==> src/common/gru_pkg.sv <==
`default_nettype none

package gru_pkg;

	////////////////////////////////////////////////////
	// cell sizes and fixed-point format
	////////////////////////////////////////////////////

	localparam int N_INPUTS  = 2;
	localparam int N_NEURONS = 2;
	localparam int FIX_W     = 16;
	localparam int ACC_W     = 32;
	localparam int FRAC_BITS = 8;
	localparam int FIX_ONE   = 1 << FRAC_BITS;
	localparam int FIX_MAX   = 32767;
	localparam int FIX_MIN   = -32768;

	// one row is bias, input weights, recurrent weights
	localparam int ROW_WORDS  = 1 + N_INPUTS + N_NEURONS;
	localparam int GATE_WORDS = N_NEURONS * ROW_WORDS;
	localparam int ROM_WORDS  = 3 * GATE_WORDS;
	localparam int ROM_AW     = 5;

	typedef logic signed [FIX_W-1:0]     fix_t;
	typedef logic signed [ACC_W-1:0]     acc_t;
	typedef logic [N_INPUTS*FIX_W-1:0]   vec_in_t;
	typedef logic [N_NEURONS*FIX_W-1:0]  vec_state_t;
	typedef logic [ROM_AW-1:0]           rom_addr_t;
	typedef logic [2:0]                  term_t;
	typedef logic [0:0]                  neuron_t;

	typedef enum logic [1:0] {
		IDLE,
		GATES,
		CAND
	} seq_state_t;

	// Q16.16 back to Q8.8 with saturation
	function automatic fix_t rescale_sat(input acc_t acc);
		acc_t s;
		s = acc >>> FRAC_BITS;
		if (s > FIX_MAX)
			return fix_t'(FIX_MAX);
		if (s < FIX_MIN)
			return fix_t'(FIX_MIN);
		return fix_t'(s);
	endfunction

endpackage

`default_nettype wire

==> src/hw/gru/gru_state_update.sv <==
`timescale 1ns/1ns
`default_nettype none

module gru_state_update (
	input  logic                clk,
	input  logic                reset,
	input  logic                act_valid,
	input  gru_pkg::neuron_t    act_neuron,
	input  logic                act_cand,
	input  logic                act_final,
	input  gru_pkg::fix_t       act_a,
	input  gru_pkg::fix_t       act_b,
	input  gru_pkg::vec_state_t h_prev,
	output gru_pkg::vec_state_t r_vec,
	output gru_pkg::vec_state_t h_out,
	output logic                valid,
	output logic                done
);

	gru_pkg::vec_state_t z_vec;
	gru_pkg::vec_state_t h_work;
	gru_pkg::vec_state_t h_merged;
	gru_pkg::fix_t       z_n;
	gru_pkg::fix_t       h_n;
	gru_pkg::acc_t       blend;

	assign z_n = z_vec[act_neuron*gru_pkg::FIX_W +: gru_pkg::FIX_W];
	assign h_n = h_prev[act_neuron*gru_pkg::FIX_W +: gru_pkg::FIX_W];

	// z*h_prev + (1-z)*cand, still Q16.16
	assign blend = gru_pkg::acc_t'(z_n) * gru_pkg::acc_t'(h_n)
		+ (gru_pkg::acc_t'(gru_pkg::FIX_ONE) - gru_pkg::acc_t'(z_n)) * gru_pkg::acc_t'(act_a);

	always_comb begin
		h_merged = h_work;
		h_merged[act_neuron*gru_pkg::FIX_W +: gru_pkg::FIX_W] = gru_pkg::rescale_sat(blend);
	end

	always_ff @(posedge clk) begin
		// gate pass delivers z and r per neuron
		if (act_valid && !act_cand) begin
			z_vec[act_neuron*gru_pkg::FIX_W +: gru_pkg::FIX_W] <= act_a;
			r_vec[act_neuron*gru_pkg::FIX_W +: gru_pkg::FIX_W] <= act_b;
		end
		if (act_valid && act_cand)
			h_work <= h_merged;
	end

	always_ff @(posedge clk) begin
		if (reset) begin
			h_out <= '0;
			valid <= 1'b0;
		end else begin
			valid <= act_valid && act_cand && act_final;
			if (act_valid && act_cand && act_final)
				h_out <= h_merged;
		end
	end

	assign done = valid;

endmodule

`default_nettype wire

==> config.mk <==
export PLATFORM = sky130hd
export DESIGN_NAME = gru_state_update
export DESIGN_NICKNAME = d
export VERILOG_FILES = /design/src/common/gru_pkg.sv /design/src/hw/gru/gru_state_update.sv
export SDC_FILE = /design/constraint.sdc
export NUM_CORES = 2
export LEC_CHECK = 0
export ABC_AREA = 1
export BUFFER_PORTS_ARGS = -buffer_cell sky130_fd_sc_hd__buf_2
export CAP_MARGIN = 15
export CORE_ASPECT_RATIO = 0.8
export CORE_MARGIN = 10
export CORE_UTILIZATION = 55
export DETAILED_ROUTE_END_ITERATION = 6
export PLACE_DENSITY = 0.73
export SYNTH_ARGS = -nofsm -noshare
export SYNTH_HDL_FRONTEND = slang
export SYNTH_SLANG_ARGS = --single-unit
==> constraint.sdc <==
create_clock -name clk -period 9.4 [get_ports clk]
set_input_delay 0.47 -clock clk [delete_from_list [all_inputs] [get_ports clk]]
set_output_delay 0.47 -clock clk [all_outputs]
set_load 0.01 [all_outputs]
; ---- After elaboration in Yosys (flattened, before gate mapping)
; Cells that the tools add are included.
[totals]
ff_bits = 129
latchBits = 0
ramBits = 0
romBits = 0
in_bits = 70
word_cells = 32
memories = 0
[op_classes]
add_sub_neg = 3
n_mul = 2
div = 0
magnitude_cmp = 2
n_eq_ne = 0
shifts = 6
mux = 10
n_bitwise = 0
reduce_logical = 4
[op_table]
columns = cell, n
row1 = $shiftx A16 B34 Y32, 3
row2 = $bwmux W32, 3
row3 = $mux W16, 4
row4 = $shiftx A32 B6 Y16, 2
row5 = $neg A5 Y34, 1
row6 = $shift A16 B34 Y32 const A, 1
row7 = $add A32 B32 Y32, 1
row8 = $mul A16 B16 Y32, 1
row9 = $mul A17 B16 Y32, 1
row10 = $gt A24 B16 Y1 const B, 1
row11 = $lt A24 B16 Y1 const B, 1
row12 = $sub A10 B16 Y17 const A, 1
row13 = $logic_and A1 B1 Y1, 3
row14 = $mux W1, 3
row15 = $logic_not A1 Y1, 1

; ---- Longest topological paths before layout
[logic_depth]
ltp_word = 11
depth_mapped = 53
ltp_nobuf = 51

; ---- Worst setup path before layout
; OpenSTA, ideal clock, no wires.
[synth_timing]
path_kind = input port to flip-flop
from = input act_neuron
to = register h_work[23], data pin
setup_time_ns = 0.252
t_arrival_ns = 8.626
setup_slack_ns = 0.522
cell_stages = 46
path_buffers = 4
path_cell_list = buf_6 -> inv_4 -> nand2_1 -> nand2_4 -> inv_2 -> clkbuf_1 -> ha_1 -> nand3_4 -> nor2_4 -> nor2_1 -> nor2_1 -> inv_1 -> nor2_1 -> nand2_1 -> nand2_1 -> clkbuf_1 -> nor2_1 -> fa_1 -> [... 10 more ...] -> inv_1 -> ha_1 -> nand2_1 -> inv_1 -> a21oi_1 -> nand2_1 -> a21oi_1 -> nand2_1 -> nand2_1 -> nand2_1 -> a21o_1 -> nand3_2 -> nand3_4 -> buf_8 -> nand2_2 -> nand3_1 -> nand2_1 -> inv_1
[synth_via]
elab_chain_len = 11
elab_cells_between_ends = 18
[synth_lines]
columns = item, line_no
row1 = from (decl), gru_state_update.sv:8  ; input gru_pkg::neuron_t act_neuron,
row2 = $shiftx A32 B6 Y16, gru_state_update.sv:27  ; assign z_n = z_vec[act_neuron*gru_pkg::FIX_W +: gru_pkg::FIX_W];
row3 = $sub A10 B16 Y17, gru_state_update.sv:32  ; + (gru_pkg::acc_t'(gru_pkg::FIX_ONE) - gru_pkg::acc_t'(z_n)) * gru_pkg::acc_t'(act_a);
row4 = $mul A17 B16 Y32, gru_state_update.sv:32
row5 = $add A32 B32 Y32, gru_state_update.sv:32
row6 = $lt A24 B16 Y1, gru_pkg.sv:44  ; if (s < FIX_MIN)
row7 = $mux W1 (2 in series), gru_pkg.sv:44
row8 = $mux W16, gru_pkg.sv:46  ; return fix_t'(s);
row9 = $mux W16, gru_pkg.sv:44
row10 = $shiftx A16 B34 Y32, gru_state_update.sv:36  ; h_merged[act_neuron*gru_pkg::FIX_W +: gru_pkg::FIX_W] = gru_pkg::rescale_sat(blend);
row11 = $bwmux W32 (*), gru_state_update.sv:36
row12 = net h_merged[23], gru_state_update.sv:22  ; gru_pkg::vec_state_t h_merged;
row13 = to (signal assigned), gru_state_update.sv:46  ; h_work <= h_merged;
row14 = to (decl), gru_state_update.sv:21  ; gru_pkg::vec_state_t h_work;
; The timed path passes the listed nets; every way through them passes the cells marked *. The select of a mux whose other input is x is not followed.
; A chain may end at the register's enable or synchronous reset.

; ---- Final worst setup path
[layout_timing]
from = register z_vec[2]
to = register h_work[2], data pin
[layout_via]
elab_chain_len = 11
elab_cells_between_ends = 15
[layout_lines]
columns = item, line_no
row1 = from (decl), gru_state_update.sv:20  ; gru_pkg::vec_state_t z_vec;
row2 = "from (signal, indexed assignment)", gru_state_update.sv:42  ; z_vec[act_neuron*gru_pkg::FIX_W +: gru_pkg::FIX_W] <= act_a;
row3 = $shiftx A32 B6 Y16 (*), gru_state_update.sv:27
row4 = $sub A10 B16 Y17, gru_state_update.sv:32
row5 = $mul A17 B16 Y32, gru_state_update.sv:32
row6 = $add A32 B32 Y32 (*), gru_state_update.sv:32
row7 = $lt A24 B16 Y1, gru_pkg.sv:44
row8 = $mux W1 (2 in series), gru_pkg.sv:44
row9 = $mux W16, gru_pkg.sv:46
row10 = $mux W16 (*), gru_pkg.sv:44
row11 = $shiftx A16 B34 Y32 (*), gru_state_update.sv:36
row12 = $bwmux W32 (*), gru_state_update.sv:36
row13 = net h_merged[2], gru_state_update.sv:22
; Marks and branches as above.

==> summary.txt <==
Reg2reg setup slack = 0.33 ns
Synth Flop Type = edfxtp_1
Max-cap check violation count = 0
Post-synth EDFFs = 96
Detailed Place HPWL = 68200 µm
Area occupied by multi-input gates = 19100 µm²
Yosys reg bits = 129
CTS Root Cell = clkbuf_16
R2R depth = 40
Routed Wire Length = 79400 µm
Number of antenna violations at the first check in global routing = 1
Worst-Margin Slew = 0.912 ns
WP buf/inv = 10
Port-buffer cells = 135
Crit-path max cell delay = 0.60 ns
Async set-reset flop share out of synthesis = 0
CTS sink cnt = 129
Die area = 57000 µm²
Drt drc = 0
Endpoint, Worst Hold = done
Syn_area_per_cell = 8.53 µm²
Iter 0 DRT Violations = 2235
Layout area overhead = 12.2%
Share of layout cells above drive strength 1 = 0.146
Wire length per cell = 20.0 µm
Status = completed
WS Path Type = reg2reg
Critical Path Sink Type = register
Core box area = 47200 µm²
Total Routing Usage GR = 0.288
FF+latch area = 3540 µm²
Most common cell after layout, fill and taps aside = inv_1
CP max-delay cell = fa_1
Detailed-route via count = 21.0k
Synth unique cells = 42
Vias in the first global route = 22.4k
Worst-case clock buffer depth = 2
TritonCTS buffer count = 17
Ys Warns = 0
Nets = 4120
Area of the mapped netlist = 26300 µm²
Hold Vio Cnt, Final = 0
Syn nets = 3874
Crit path DAT = 9.24 ns
HP Class = in2reg
First-pass GRT wire length = 127000 µm
Via density = 5.31
Die Wd = 264 µm
Total gr overflow = 0
Hold_buf cts = 0
Reg2reg start = z_vec[2]
Reg2Reg Capture Point = h_work[2]
Post-route ant nets = 0
CP Max Fanout = 15
Mapped Cells = 3081
Slew Limit Fails = 0
Min cycle time layout = 9.07 ns
TritonCTS clock tree = done
Placed cell area = 28700 µm²
Hold Path Stages = 2
Io pins = 136
CP startpoint kind = register
Largest net degree at the start of global routing = 67
CP required = 9.58 ns
Die height = 216 µm
Fin area = 29500 µm²
Fill cells = 4090
Min-delay src = reset
Setup violators final = 0
Maximum clock frequency = 110 MHz
H-Tree Level Count = 4
Kind of cell adding the most delay to the critical path = adder cells
Row Count = 71
Clock Latency Late Sink = 0.43 ns
Most frequent cells in the layout = inv_1 (867), nand2_1 (598), fa_1 (579)
Slew headroom = 0.391
GP Congestion = 0.995
Worst-path clk slew = 0.06 ns
Post-Route Skew = 0.00599 ns
Final period util = 0.964
Effective utilization at floorplan = 0.557
Iteration count of the initial detailed-routing pass = 6
Register area share after synthesis = 0.135
==> cell families after synthesis <==
kind of cell / Yosys count / synth area share
buf+inv: 981 / 0.143
flops: 129 / 0.135
mux: 1 / 0.000381
fa+ha+maj: 723 / 0.510
simple gates: 1069 / 0.168
xor+xnor: 29 / 0.00966
compound gates: 149 / 0.0350
==> stage by stage <==
step | hold slack [ns] | std cells | utilization | setup slack, ns | TNS (ns)
5_1_grt | 0.229 | 3960 | 0.625 | -0.0424 | -0.889
3_5_place_dp | 0.535 | 3923 | 0.609 | -0.0207 | -0.0643
6_report | 0.222 | 3961 | 0.625 | 0.334 | 0
4_1_cts | 0.205 | 3955 | 0.622 | 0.290 | 0
3_3_place_gp | 0.533 | 3923 | 0.609 | 0.106 | 0
2_1_floorplan | 0.536 | 3081 | - | 0.522 | 0
==> registers in the layout, summed over array words and instances (netlist names) <==
signal and flops:
h_work 32, z_vec 32, h_out 32, r_vec 32, done 1
==> synth_stat cells (all sizes together), types with 14 or more instances <==
cell    count  area, µm²
dfxtp      33        661
edfxtp     96       2880
nor2      309       1170
o21ai      72        383
or2        47        294
nand3      59        348
clkbuf     72        270
xor2       16        140
a21oi      61        418
inv       874       3280
ha        144       1800
fa        579      11600
nand2     630       2440
buf        21        148
clkinv     14       52.6
==> worst max-delay path by stage <==
stage	start	end	cells past startpoint
6_report	z_vec[2]	h_work[2]	40
5_1_grt	z_vec[16]	h_work[20]	44
4_1_cts	z_vec[16]	h_work[30]	43
3_5_place_dp	act_neuron	h_work[13]	45
3_3_place_gp	act_neuron	h_work[18]	38
2_1_floorplan	act_neuron	h_work[23]	46
==> per-layer routing <==
layer | share of wire | global-route usage | vias to the layer above
li1 | - | - | 9301
met1 | 0.41 | 0.400 | 10644
met2 | 0.46 | 0.447 | 959
met3 | 0.10 | 0.0581 | 131
met4 | 0.033 | 0.0960 | 2
met5 | 0.00016 | 0 | -
==> area by class of cell <==
| cell class | instances | share of cell area |
|---|---|---|
| antenna | 1 | 0.0000849 |
| clock buffer | 23 | 0.0165 |
| clock inverter | 9 | 0.00433 |
| inverter | 888 | 0.113 |
| multi-input combinational | 1973 | 0.648 |
| sequential | 129 | 0.120 |
| tap | 620 | 0.0263 |
| timing repair buffer | 318 | 0.0718 |
==> repair_timing <==
item                       4_1_cts  5_1_grt
hold endpoints to repair         0        0
resized for setup                0       24
buffers inserted                 0        3
setup endpoints to repair        0       62
Power is not shown: default switching activity piles up to over one toggle a cycle in this logic, so the estimate is an artifact.
