File: src/common/gru_pkg.sv
`default_nettype none

package gru_pkg;

	////////////////////////////////////////////////////
	// cell sizes and fixed-point format
	////////////////////////////////////////////////////

	localparam int N_INPUTS  = 2;
	localparam int N_NEURONS = 2;
	localparam int FIX_W     = 16;
	localparam int ACC_W     = 32;
	localparam int FRAC_BITS = 8;
	localparam int FIX_ONE   = 1 << FRAC_BITS;
	localparam int FIX_MAX   = 32767;
	localparam int FIX_MIN   = -32768;

	// one row is bias, input weights, recurrent weights
	localparam int ROW_WORDS  = 1 + N_INPUTS + N_NEURONS;
	localparam int GATE_WORDS = N_NEURONS * ROW_WORDS;
	localparam int ROM_WORDS  = 3 * GATE_WORDS;
	localparam int ROM_AW     = 5;

	typedef logic signed [FIX_W-1:0]     fix_t;
	typedef logic signed [ACC_W-1:0]     acc_t;
	typedef logic [N_INPUTS*FIX_W-1:0]   vec_in_t;
	typedef logic [N_NEURONS*FIX_W-1:0]  vec_state_t;
	typedef logic [ROM_AW-1:0]           rom_addr_t;
	typedef logic [2:0]                  term_t;
	typedef logic [0:0]                  neuron_t;

	typedef enum logic [1:0] {
		IDLE,
		GATES,
		CAND
	} seq_state_t;

	// Q16.16 back to Q8.8 with saturation
	function automatic fix_t rescale_sat(input acc_t acc);
		acc_t s;
		s = acc >>> FRAC_BITS;
		if (s > FIX_MAX)
			return fix_t'(FIX_MAX);
		if (s < FIX_MIN)
			return fix_t'(FIX_MIN);
		return fix_t'(s);
	endfunction

endpackage

`default_nettype wire

File: src/hw/gru/gru_sequencer.sv
`timescale 1ns/1ns
`default_nettype none

module gru_sequencer (
	input  logic               clk,
	input  logic               reset,
	input  logic               start,
	output logic               busy,
	output gru_pkg::rom_addr_t rom_addr,
	output gru_pkg::term_t     term,
	output gru_pkg::neuron_t   neuron,
	output logic               cand_pass,
	output logic               term_valid,
	output logic               row_last,
	output logic               pass_last,
	input  logic               done
);

	gru_pkg::seq_state_t state;
	gru_pkg::term_t      term_cnt;
	gru_pkg::neuron_t    neuron_cnt;
	logic                issued;
	logic                row_end;
	logic                neuron_end;

	assign row_end    = (term_cnt == gru_pkg::term_t'(gru_pkg::ROW_WORDS - 1));
	assign neuron_end = (neuron_cnt == gru_pkg::neuron_t'(gru_pkg::N_NEURONS - 1));

	////////////////////////////////////////////////////
	// pass / neuron / term walk
	////////////////////////////////////////////////////

	always_ff @(posedge clk) begin
		if (reset) begin
			state      <= gru_pkg::IDLE;
			term_cnt   <= '0;
			neuron_cnt <= '0;
			issued     <= 1'b0;
		end else begin
			case (state)
				gru_pkg::IDLE: begin
					if (start) begin
						state      <= gru_pkg::GATES;
						term_cnt   <= '0;
						neuron_cnt <= '0;
						issued     <= 1'b0;
					end
				end
				gru_pkg::GATES: begin
					if (row_end) begin
						term_cnt   <= '0;
						neuron_cnt <= neuron_end ? '0 : neuron_cnt + 1'b1;
						if (neuron_end)
							state <= gru_pkg::CAND;
					end else begin
						term_cnt <= term_cnt + 1'b1;
					end
				end
				gru_pkg::CAND: begin
					// hold here until the last state word is written
					if (done) begin
						state <= gru_pkg::IDLE;
					end else if (!issued) begin
						if (row_end) begin
							term_cnt   <= '0;
							neuron_cnt <= neuron_end ? '0 : neuron_cnt + 1'b1;
							issued     <= neuron_end;
						end else begin
							term_cnt <= term_cnt + 1'b1;
						end
					end
				end
				default: state <= gru_pkg::IDLE;
			endcase
		end
	end

	assign busy       = (state != gru_pkg::IDLE);
	assign cand_pass  = (state == gru_pkg::CAND);
	assign term_valid = (state == gru_pkg::GATES) || (cand_pass && !issued);
	assign term       = term_cnt;
	assign neuron     = neuron_cnt;
	assign row_last   = row_end;
	assign pass_last  = term_valid && cand_pass && row_end && neuron_end;

	// gate pass reads the z block, candidate pass the h block
	assign rom_addr = gru_pkg::rom_addr_t'((cand_pass ? 2 * gru_pkg::GATE_WORDS : 0)
		+ int'(neuron_cnt) * gru_pkg::ROW_WORDS + int'(term_cnt));

endmodule

`default_nettype wire

File: config.mk
export PLATFORM = sky130hd
export DESIGN_NAME = gru_sequencer
export DESIGN_NICKNAME = d
export VERILOG_FILES = /design/src/common/gru_pkg.sv /design/src/hw/gru/gru_sequencer.sv
export SDC_FILE = /design/constraint.sdc
export NUM_CORES = 1
export LEC_CHECK = 0
export ABC_AREA = 1
export BUFFER_PORTS_ARGS = -buffer_cell sky130_fd_sc_hd__buf_2
export CAP_MARGIN = 20
export CORE_UTILIZATION = 50
export DETAILED_ROUTE_END_ITERATION = 12
export PLACE_DENSITY_LB_ADDON = 0.3
export SETUP_SLACK_MARGIN = 0.5
export SLEW_MARGIN = 20
export SYNTH_ARGS = -nofsm -noshare
export SYNTH_HDL_FRONTEND = slang
export SYNTH_SLANG_ARGS = --single-unit
File: constraint.sdc
create_clock -name clk -period 2.5 [get_ports clk]
set_input_delay 0.75 -clock clk [delete_from_list [all_inputs] [get_ports clk]]
set_output_delay 0.75 -clock clk [all_outputs]
set_load 0.01 [all_outputs]
; Word level (Yosys, flattened, before mapping)
; Index checks and enable logic that the tools add are counted.
[classes]
add_sub_neg = 4
mul = 1
eq_ne = 9
muxes = 21
n_reduce_logical = 13
[ops]
columns = op, n
row1 = 2-to-1 mux 3 bit, 4
row2 = "inequality test 2 bit, second input constant", 5
row3 = one-hot mux 3 bit (3 select lines), 1
row4 = 2-to-1 mux 1 bit, 8
row5 = 2-to-1 mux 2 bit, 4
row6 = AND reduction 4 bit, 2
row7 = one-hot mux 2 bit (3 select lines), 1
row8 = adder 5 x 3 -> 5 bit, 1
row9 = adder 5 x 4 -> 5 bit, 1
row10 = 2-to-1 mux 5 bit, 1
row11 = logical AND 1 bit, 4
row12 = "multiplier 1 x 3 -> 4 bit, second input constant", 1
row13 = nonzero test 2 bit, 2
row14 = "adder 3 x 1 -> 3 bit, second input constant", 1
row15 = "== test 3 bit, second input constant", 1
row16 = one-hot mux 1 bit (3 select lines), 1
row17 = AND reduction 3 bit, 1
row18 = nonzero test 3 bit, 1
row19 = "== test 2 x 1 -> 1 bit, second input constant", 1
row20 = "== test 2 bit, second input constant", 1
row21 = logical NOT 2 bit, 1
row22 = "inequality test 2 x 1 -> 1 bit, second input constant", 1
row23 = one-hot mux 1 bit (2 select lines), 1
row24 = "adder 1 bit, second input constant", 1
row25 = 2 further kinds, 2
[word_totals]
ff_bits = 7
output_inout_bits = 14
word_cells = 52

; Longest topological paths before layout
[depth]
ltp_word = 6
depth_mapped = 8
mapped_depth_nobuf = 8

; Worst setup path before layout
; Ideal clock, no wire load.
[synth_path]
path_type = register to output
startpoint = reg state[0]
endpoint = out rom_addr[3]
arrival_time_ps = 1706
t_required_ps = 1750
slack_ps = 44
stages_incl_launch_ff = 6
path_buffers = 0
cell_sequence = dfxtp_1 -> inv_1 -> ha_1 -> fa_1 -> ha_1 -> xor2_1
[synth_via]
elab_chain_len = 4
[synth_rtl]
columns = element, line
row1 = start: declaration, gru_sequencer.sv:19  ; gru_pkg::seq_state_t state;
row2 = start signal: assignment, gru_sequencer.sv:35  ; state <= gru_pkg::IDLE;
row3 = start signal: assignment, gru_sequencer.sv:43  ; state <= gru_pkg::GATES;
row4 = start signal: assignment, gru_sequencer.sv:54  ; state <= gru_pkg::CAND;
row5 = == test 2 bit, gru_sequencer.sv:79  ; assign cand_pass = (state == gru_pkg::CAND);
row6 = net cand_pass, gru_sequencer.sv:12  ; output logic cand_pass,
row7 = 2-to-1 mux 5 bit, gru_sequencer.sv:87  ; assign rom_addr = gru_pkg::rom_addr_t'((cand_pass ? 2 * gru_pkg::GATE_WORDS : 0)
row8 = adder 5 x 4 -> 5 bit, gru_sequencer.sv:88  ; + int'(neuron_cnt) * gru_pkg::ROW_WORDS + int'(term_cnt));
row9 = adder 5 x 3 -> 5 bit, gru_sequencer.sv:88
row10 = end: declaration, gru_sequencer.sv:9  ; output gru_pkg::rom_addr_t rom_addr,
; The timed path passes the listed nets, and every way through them passes these cells.

; Final worst setup path
[layout_path]
startpoint = reg state[0]
endpoint = out rom_addr[3]
[layout_via]
elab_chain_len = 4
[layout_rtl]
columns = element, line
row1 = == test 2 bit, gru_sequencer.sv:79
row2 = 2-to-1 mux 5 bit, gru_sequencer.sv:87
row3 = adder 5 x 4 -> 5 bit, gru_sequencer.sv:88
row4 = adder 5 x 3 -> 5 bit, gru_sequencer.sv:88
; Every way passes these cells.

==> run metrics <==
Max Root-Sink Buffers=2; Pwr Density=1360 nW/um^2; worst r2r src=state[0]; r2r setup slk=0.74 ns; met2 wire len=1030 um; cells after synthesis=a little under 90; Worst setup SP type=register; vias in the first global route=677; #FFs+latches synth=7; Worst Hold End=term[0]; fraction of layout cells with a size suffix above 1=52.1%; TritonRoute pass-1 iters=5; fin nets=137; detailed-route DRC error count=0; final antenna-violating net count=0; IO Count=18; H-tree level count=1; Vias=about 700; CP max stage cell=fa_2; antenna violations before repair=0; cell-internal power=approximately 0.7 mW; Iter 0 DRT Violations=26; final slew viol count=0; RePlAce Congestion=0.830; combinational power share=74.7%; most used cell, CP=ha_4; final worst-path setup slack=-0.0493 ns; M1 wire length=847 um; Initial Utilization=56.6%; Root Buffer Master=clkbuf_4; R2R Path End=term[2]; commonest cells after routing, fill and taps aside=buf_2 (15), nand2_1 (14), inv_1 (13), buf_4 (9); CTS buffer count=3; syn nets=about 100; sequential area share after synthesis=21.4%; Clk pwr share=8.4%; Final Hold Viols=0; Total Power=1.35 mW; Tot GR Track Use=30.8%; Worst Path Required=~1.8 ns; Psw=0.652 mW; synthesis-to-finish area growth=51.4%; outcome=complete, but fails checks; Finished Layout Cells=roughly 130; failing checks=negative setup slack; period utilization=102%; GRT overflow=0; Hold Path Origin=term[0]; Via density=just over 5; hpwl dp=1150 um; slowest stage delay, CP=0.58 ns; Max Freq=392 MHz; TNS Setup=-0.0888 ns; crit path max fanout=2; Worst R2R Path Depth=12; worst hold path class=reg -> reg; port bufs=17; Finish-stage setup viols=2; CTS Sinks=7; maximum vdd drop=0.793 mV; die width=38.2 um; uppermost routed layer=met4; WS Path Type=reg -> out; Core Area=approximately 1200 sq um; Max-Cap Viols=0; CTS tree=yes; Leak=about 0.5 nW; Clock transition at path regs=0.06 ns; Synth cell types=21; Syn Area/Cell=7.52 sq um; later-pin clock latency in the skew report=0.27 ns; final clock skew=between 0.009 and 0.01 ns; Mapped Area=about 650 sq um; Top Family by Delay on Critical Path=adder cells; largest net degree at the start of global routing=8; WL per Instance=about 15 um; Final min period=2.55 ns; final core utilization=a little under nine tenths; Flop pwr share=16.9%; WP data arrival=between 1.5 and 2 ns; row count=12; switching share of power=48.2%; die area=1460 sq um; hold_buf cts=0; DP Area=~800 sq um; RSZ-0062 raised after global routing=yes; Ant. Diodes=0; CP Cell Sequence=inv_4, ha_4, fa_2, ha_4, xor2_2, buf_2; fin area=991 sq um; Hold Path Depth=2; Syn. warnings=0; Slew @ Worst Pin=0.268 ns; most common cell after layout, fill and taps aside=buf_2; first-pass GRT wire length=2950 um; worst path bufs/invs=2; WL met3=roughly 90 um; Die Y=around 38 um; Placed Cells=118; nature of the critical path endpoint=primary output; final wirelength=1990 um; slew margin rel.=~82%
-- Yosys cell counts --
| master | instances | area (sq um) |
|---|---|---|
| nand4_1 | 2 | 12.5 |
| nand3_2 | 1 | 10.0 |
| nand3b_1 | 1 | 7.51 |
| nand2_4 | 2 | 22.5 |
| ha_1 | 12 | 150 |
| o21ai_0 | 3 | 15.0 |
| inv_1 | 16 | 60.1 |
| nor3_1 | 1 | 5.00 |
| dfxtp_1 | 7 | 140 |
| xor2_1 | 2 | 17.5 |
| nor2_1 | 7 | 26.3 |
| a21oi_1 | 4 | 20.0 |
| inv_2 | 1 | 3.75 |
| o31ai_1 | 1 | 7.51 |
| a21oi_2 | 2 | 17.5 |
| nand3_1 | 3 | 15.0 |
| nand2_1 | 14 | 52.6 |
| o21ai_2 | 1 | 8.76 |
| nor2_4 | 1 | 11.3 |
| fa_1 | 1 | 20.0 |
| nand2_2 | 5 | 31.3 |
-- logic make-up (layout without fill, tap and decap cells) --
kind of cell	Yosys count	after routing	synth area share, %
compound gates	11	11	10.5
fa+ha+maj	13	13	26.0
flops	7	7	21.4
xor+xnor	2	2	2.68
simple gates	37	37	29.6
buf+inv	17	49	9.75
-- sequential cells by signal, summed over array words and instances, names as in the netlist --
name	flops
issued	1
neuron	1
state	2
term	3
-- per-stage QoR --
stage | hold WS, ns | worst slack [ns]
detailed placement | 0.487 | 0.140
finish | 0.538 | -0.0493
CTS | 0.515 | -0.0820
global placement | 0.478 | 0.207
global route | 0.556 | -0.113
floorplan | 0.457 | 0.298
-- worst register-to-register path: cells and delay by family, from the launching register on --
family	cells	cell delay, ns
flip-flops	1	0.36
buffers and inverters	5	0.52
AND/OR/NAND/NOR	6	0.62
adder cells (fa/ha/maj)	1	0.15
-- power by group through the flow --
stage / sequential, mW / clock (mW) / combinational [mW]
floorplan: 0.210 / 0 / 0.530
global placement: 0.206 / 0 / 0.676
detailed placement: 0.210 / 0 / 0.699
CTS: 0.220 / 0.114 / 0.896
global route: 0.231 / 0.124 / 1.09
finish: 0.228 / 0.114 / 1.01
-- cell type report --
cell class,count,area (sq um)
Multi-Input combinational cell,63,539
Timing Repair Buffer,28,188
Fill cell,61,165
Sequential cell,7,151
Inverter,17,68.8
Clock buffer,4,26.3
Tap cell,14,17.5
-- metal layers --
metal  track usage, %  vias up
met1             33.1      320
met2             56.4       24
met3             5.81        5
met4             15.2        0
li1                 -      334
met5                0        -
-- worst max path at each step --
stage / depth (start not counted) / slack, ns / to / from
2_1_floorplan: 5 / 0.30 / rom_addr[3] / state[0]
3_3_place_gp: 6 / 0.21 / rom_addr[4] / state[0]
3_5_place_dp: 6 / 0.14 / rom_addr[4] / state[0]
4_1_cts: 6 / -0.08 / rom_addr[3] / state[0]
5_1_grt: 6 / -0.11 / rom_addr[3] / state[0]
6_report: 6 / -0.05 / rom_addr[3] / state[0]
-- timing repair --
action                                  4_1_cts  5_1_grt
buffers inserted                              7        4
endpoints found under the setup margin        8        7
resized for setup                            20        3
pin swaps                                     4        5
Note: power is estimated with default switching activity, not from simulation.
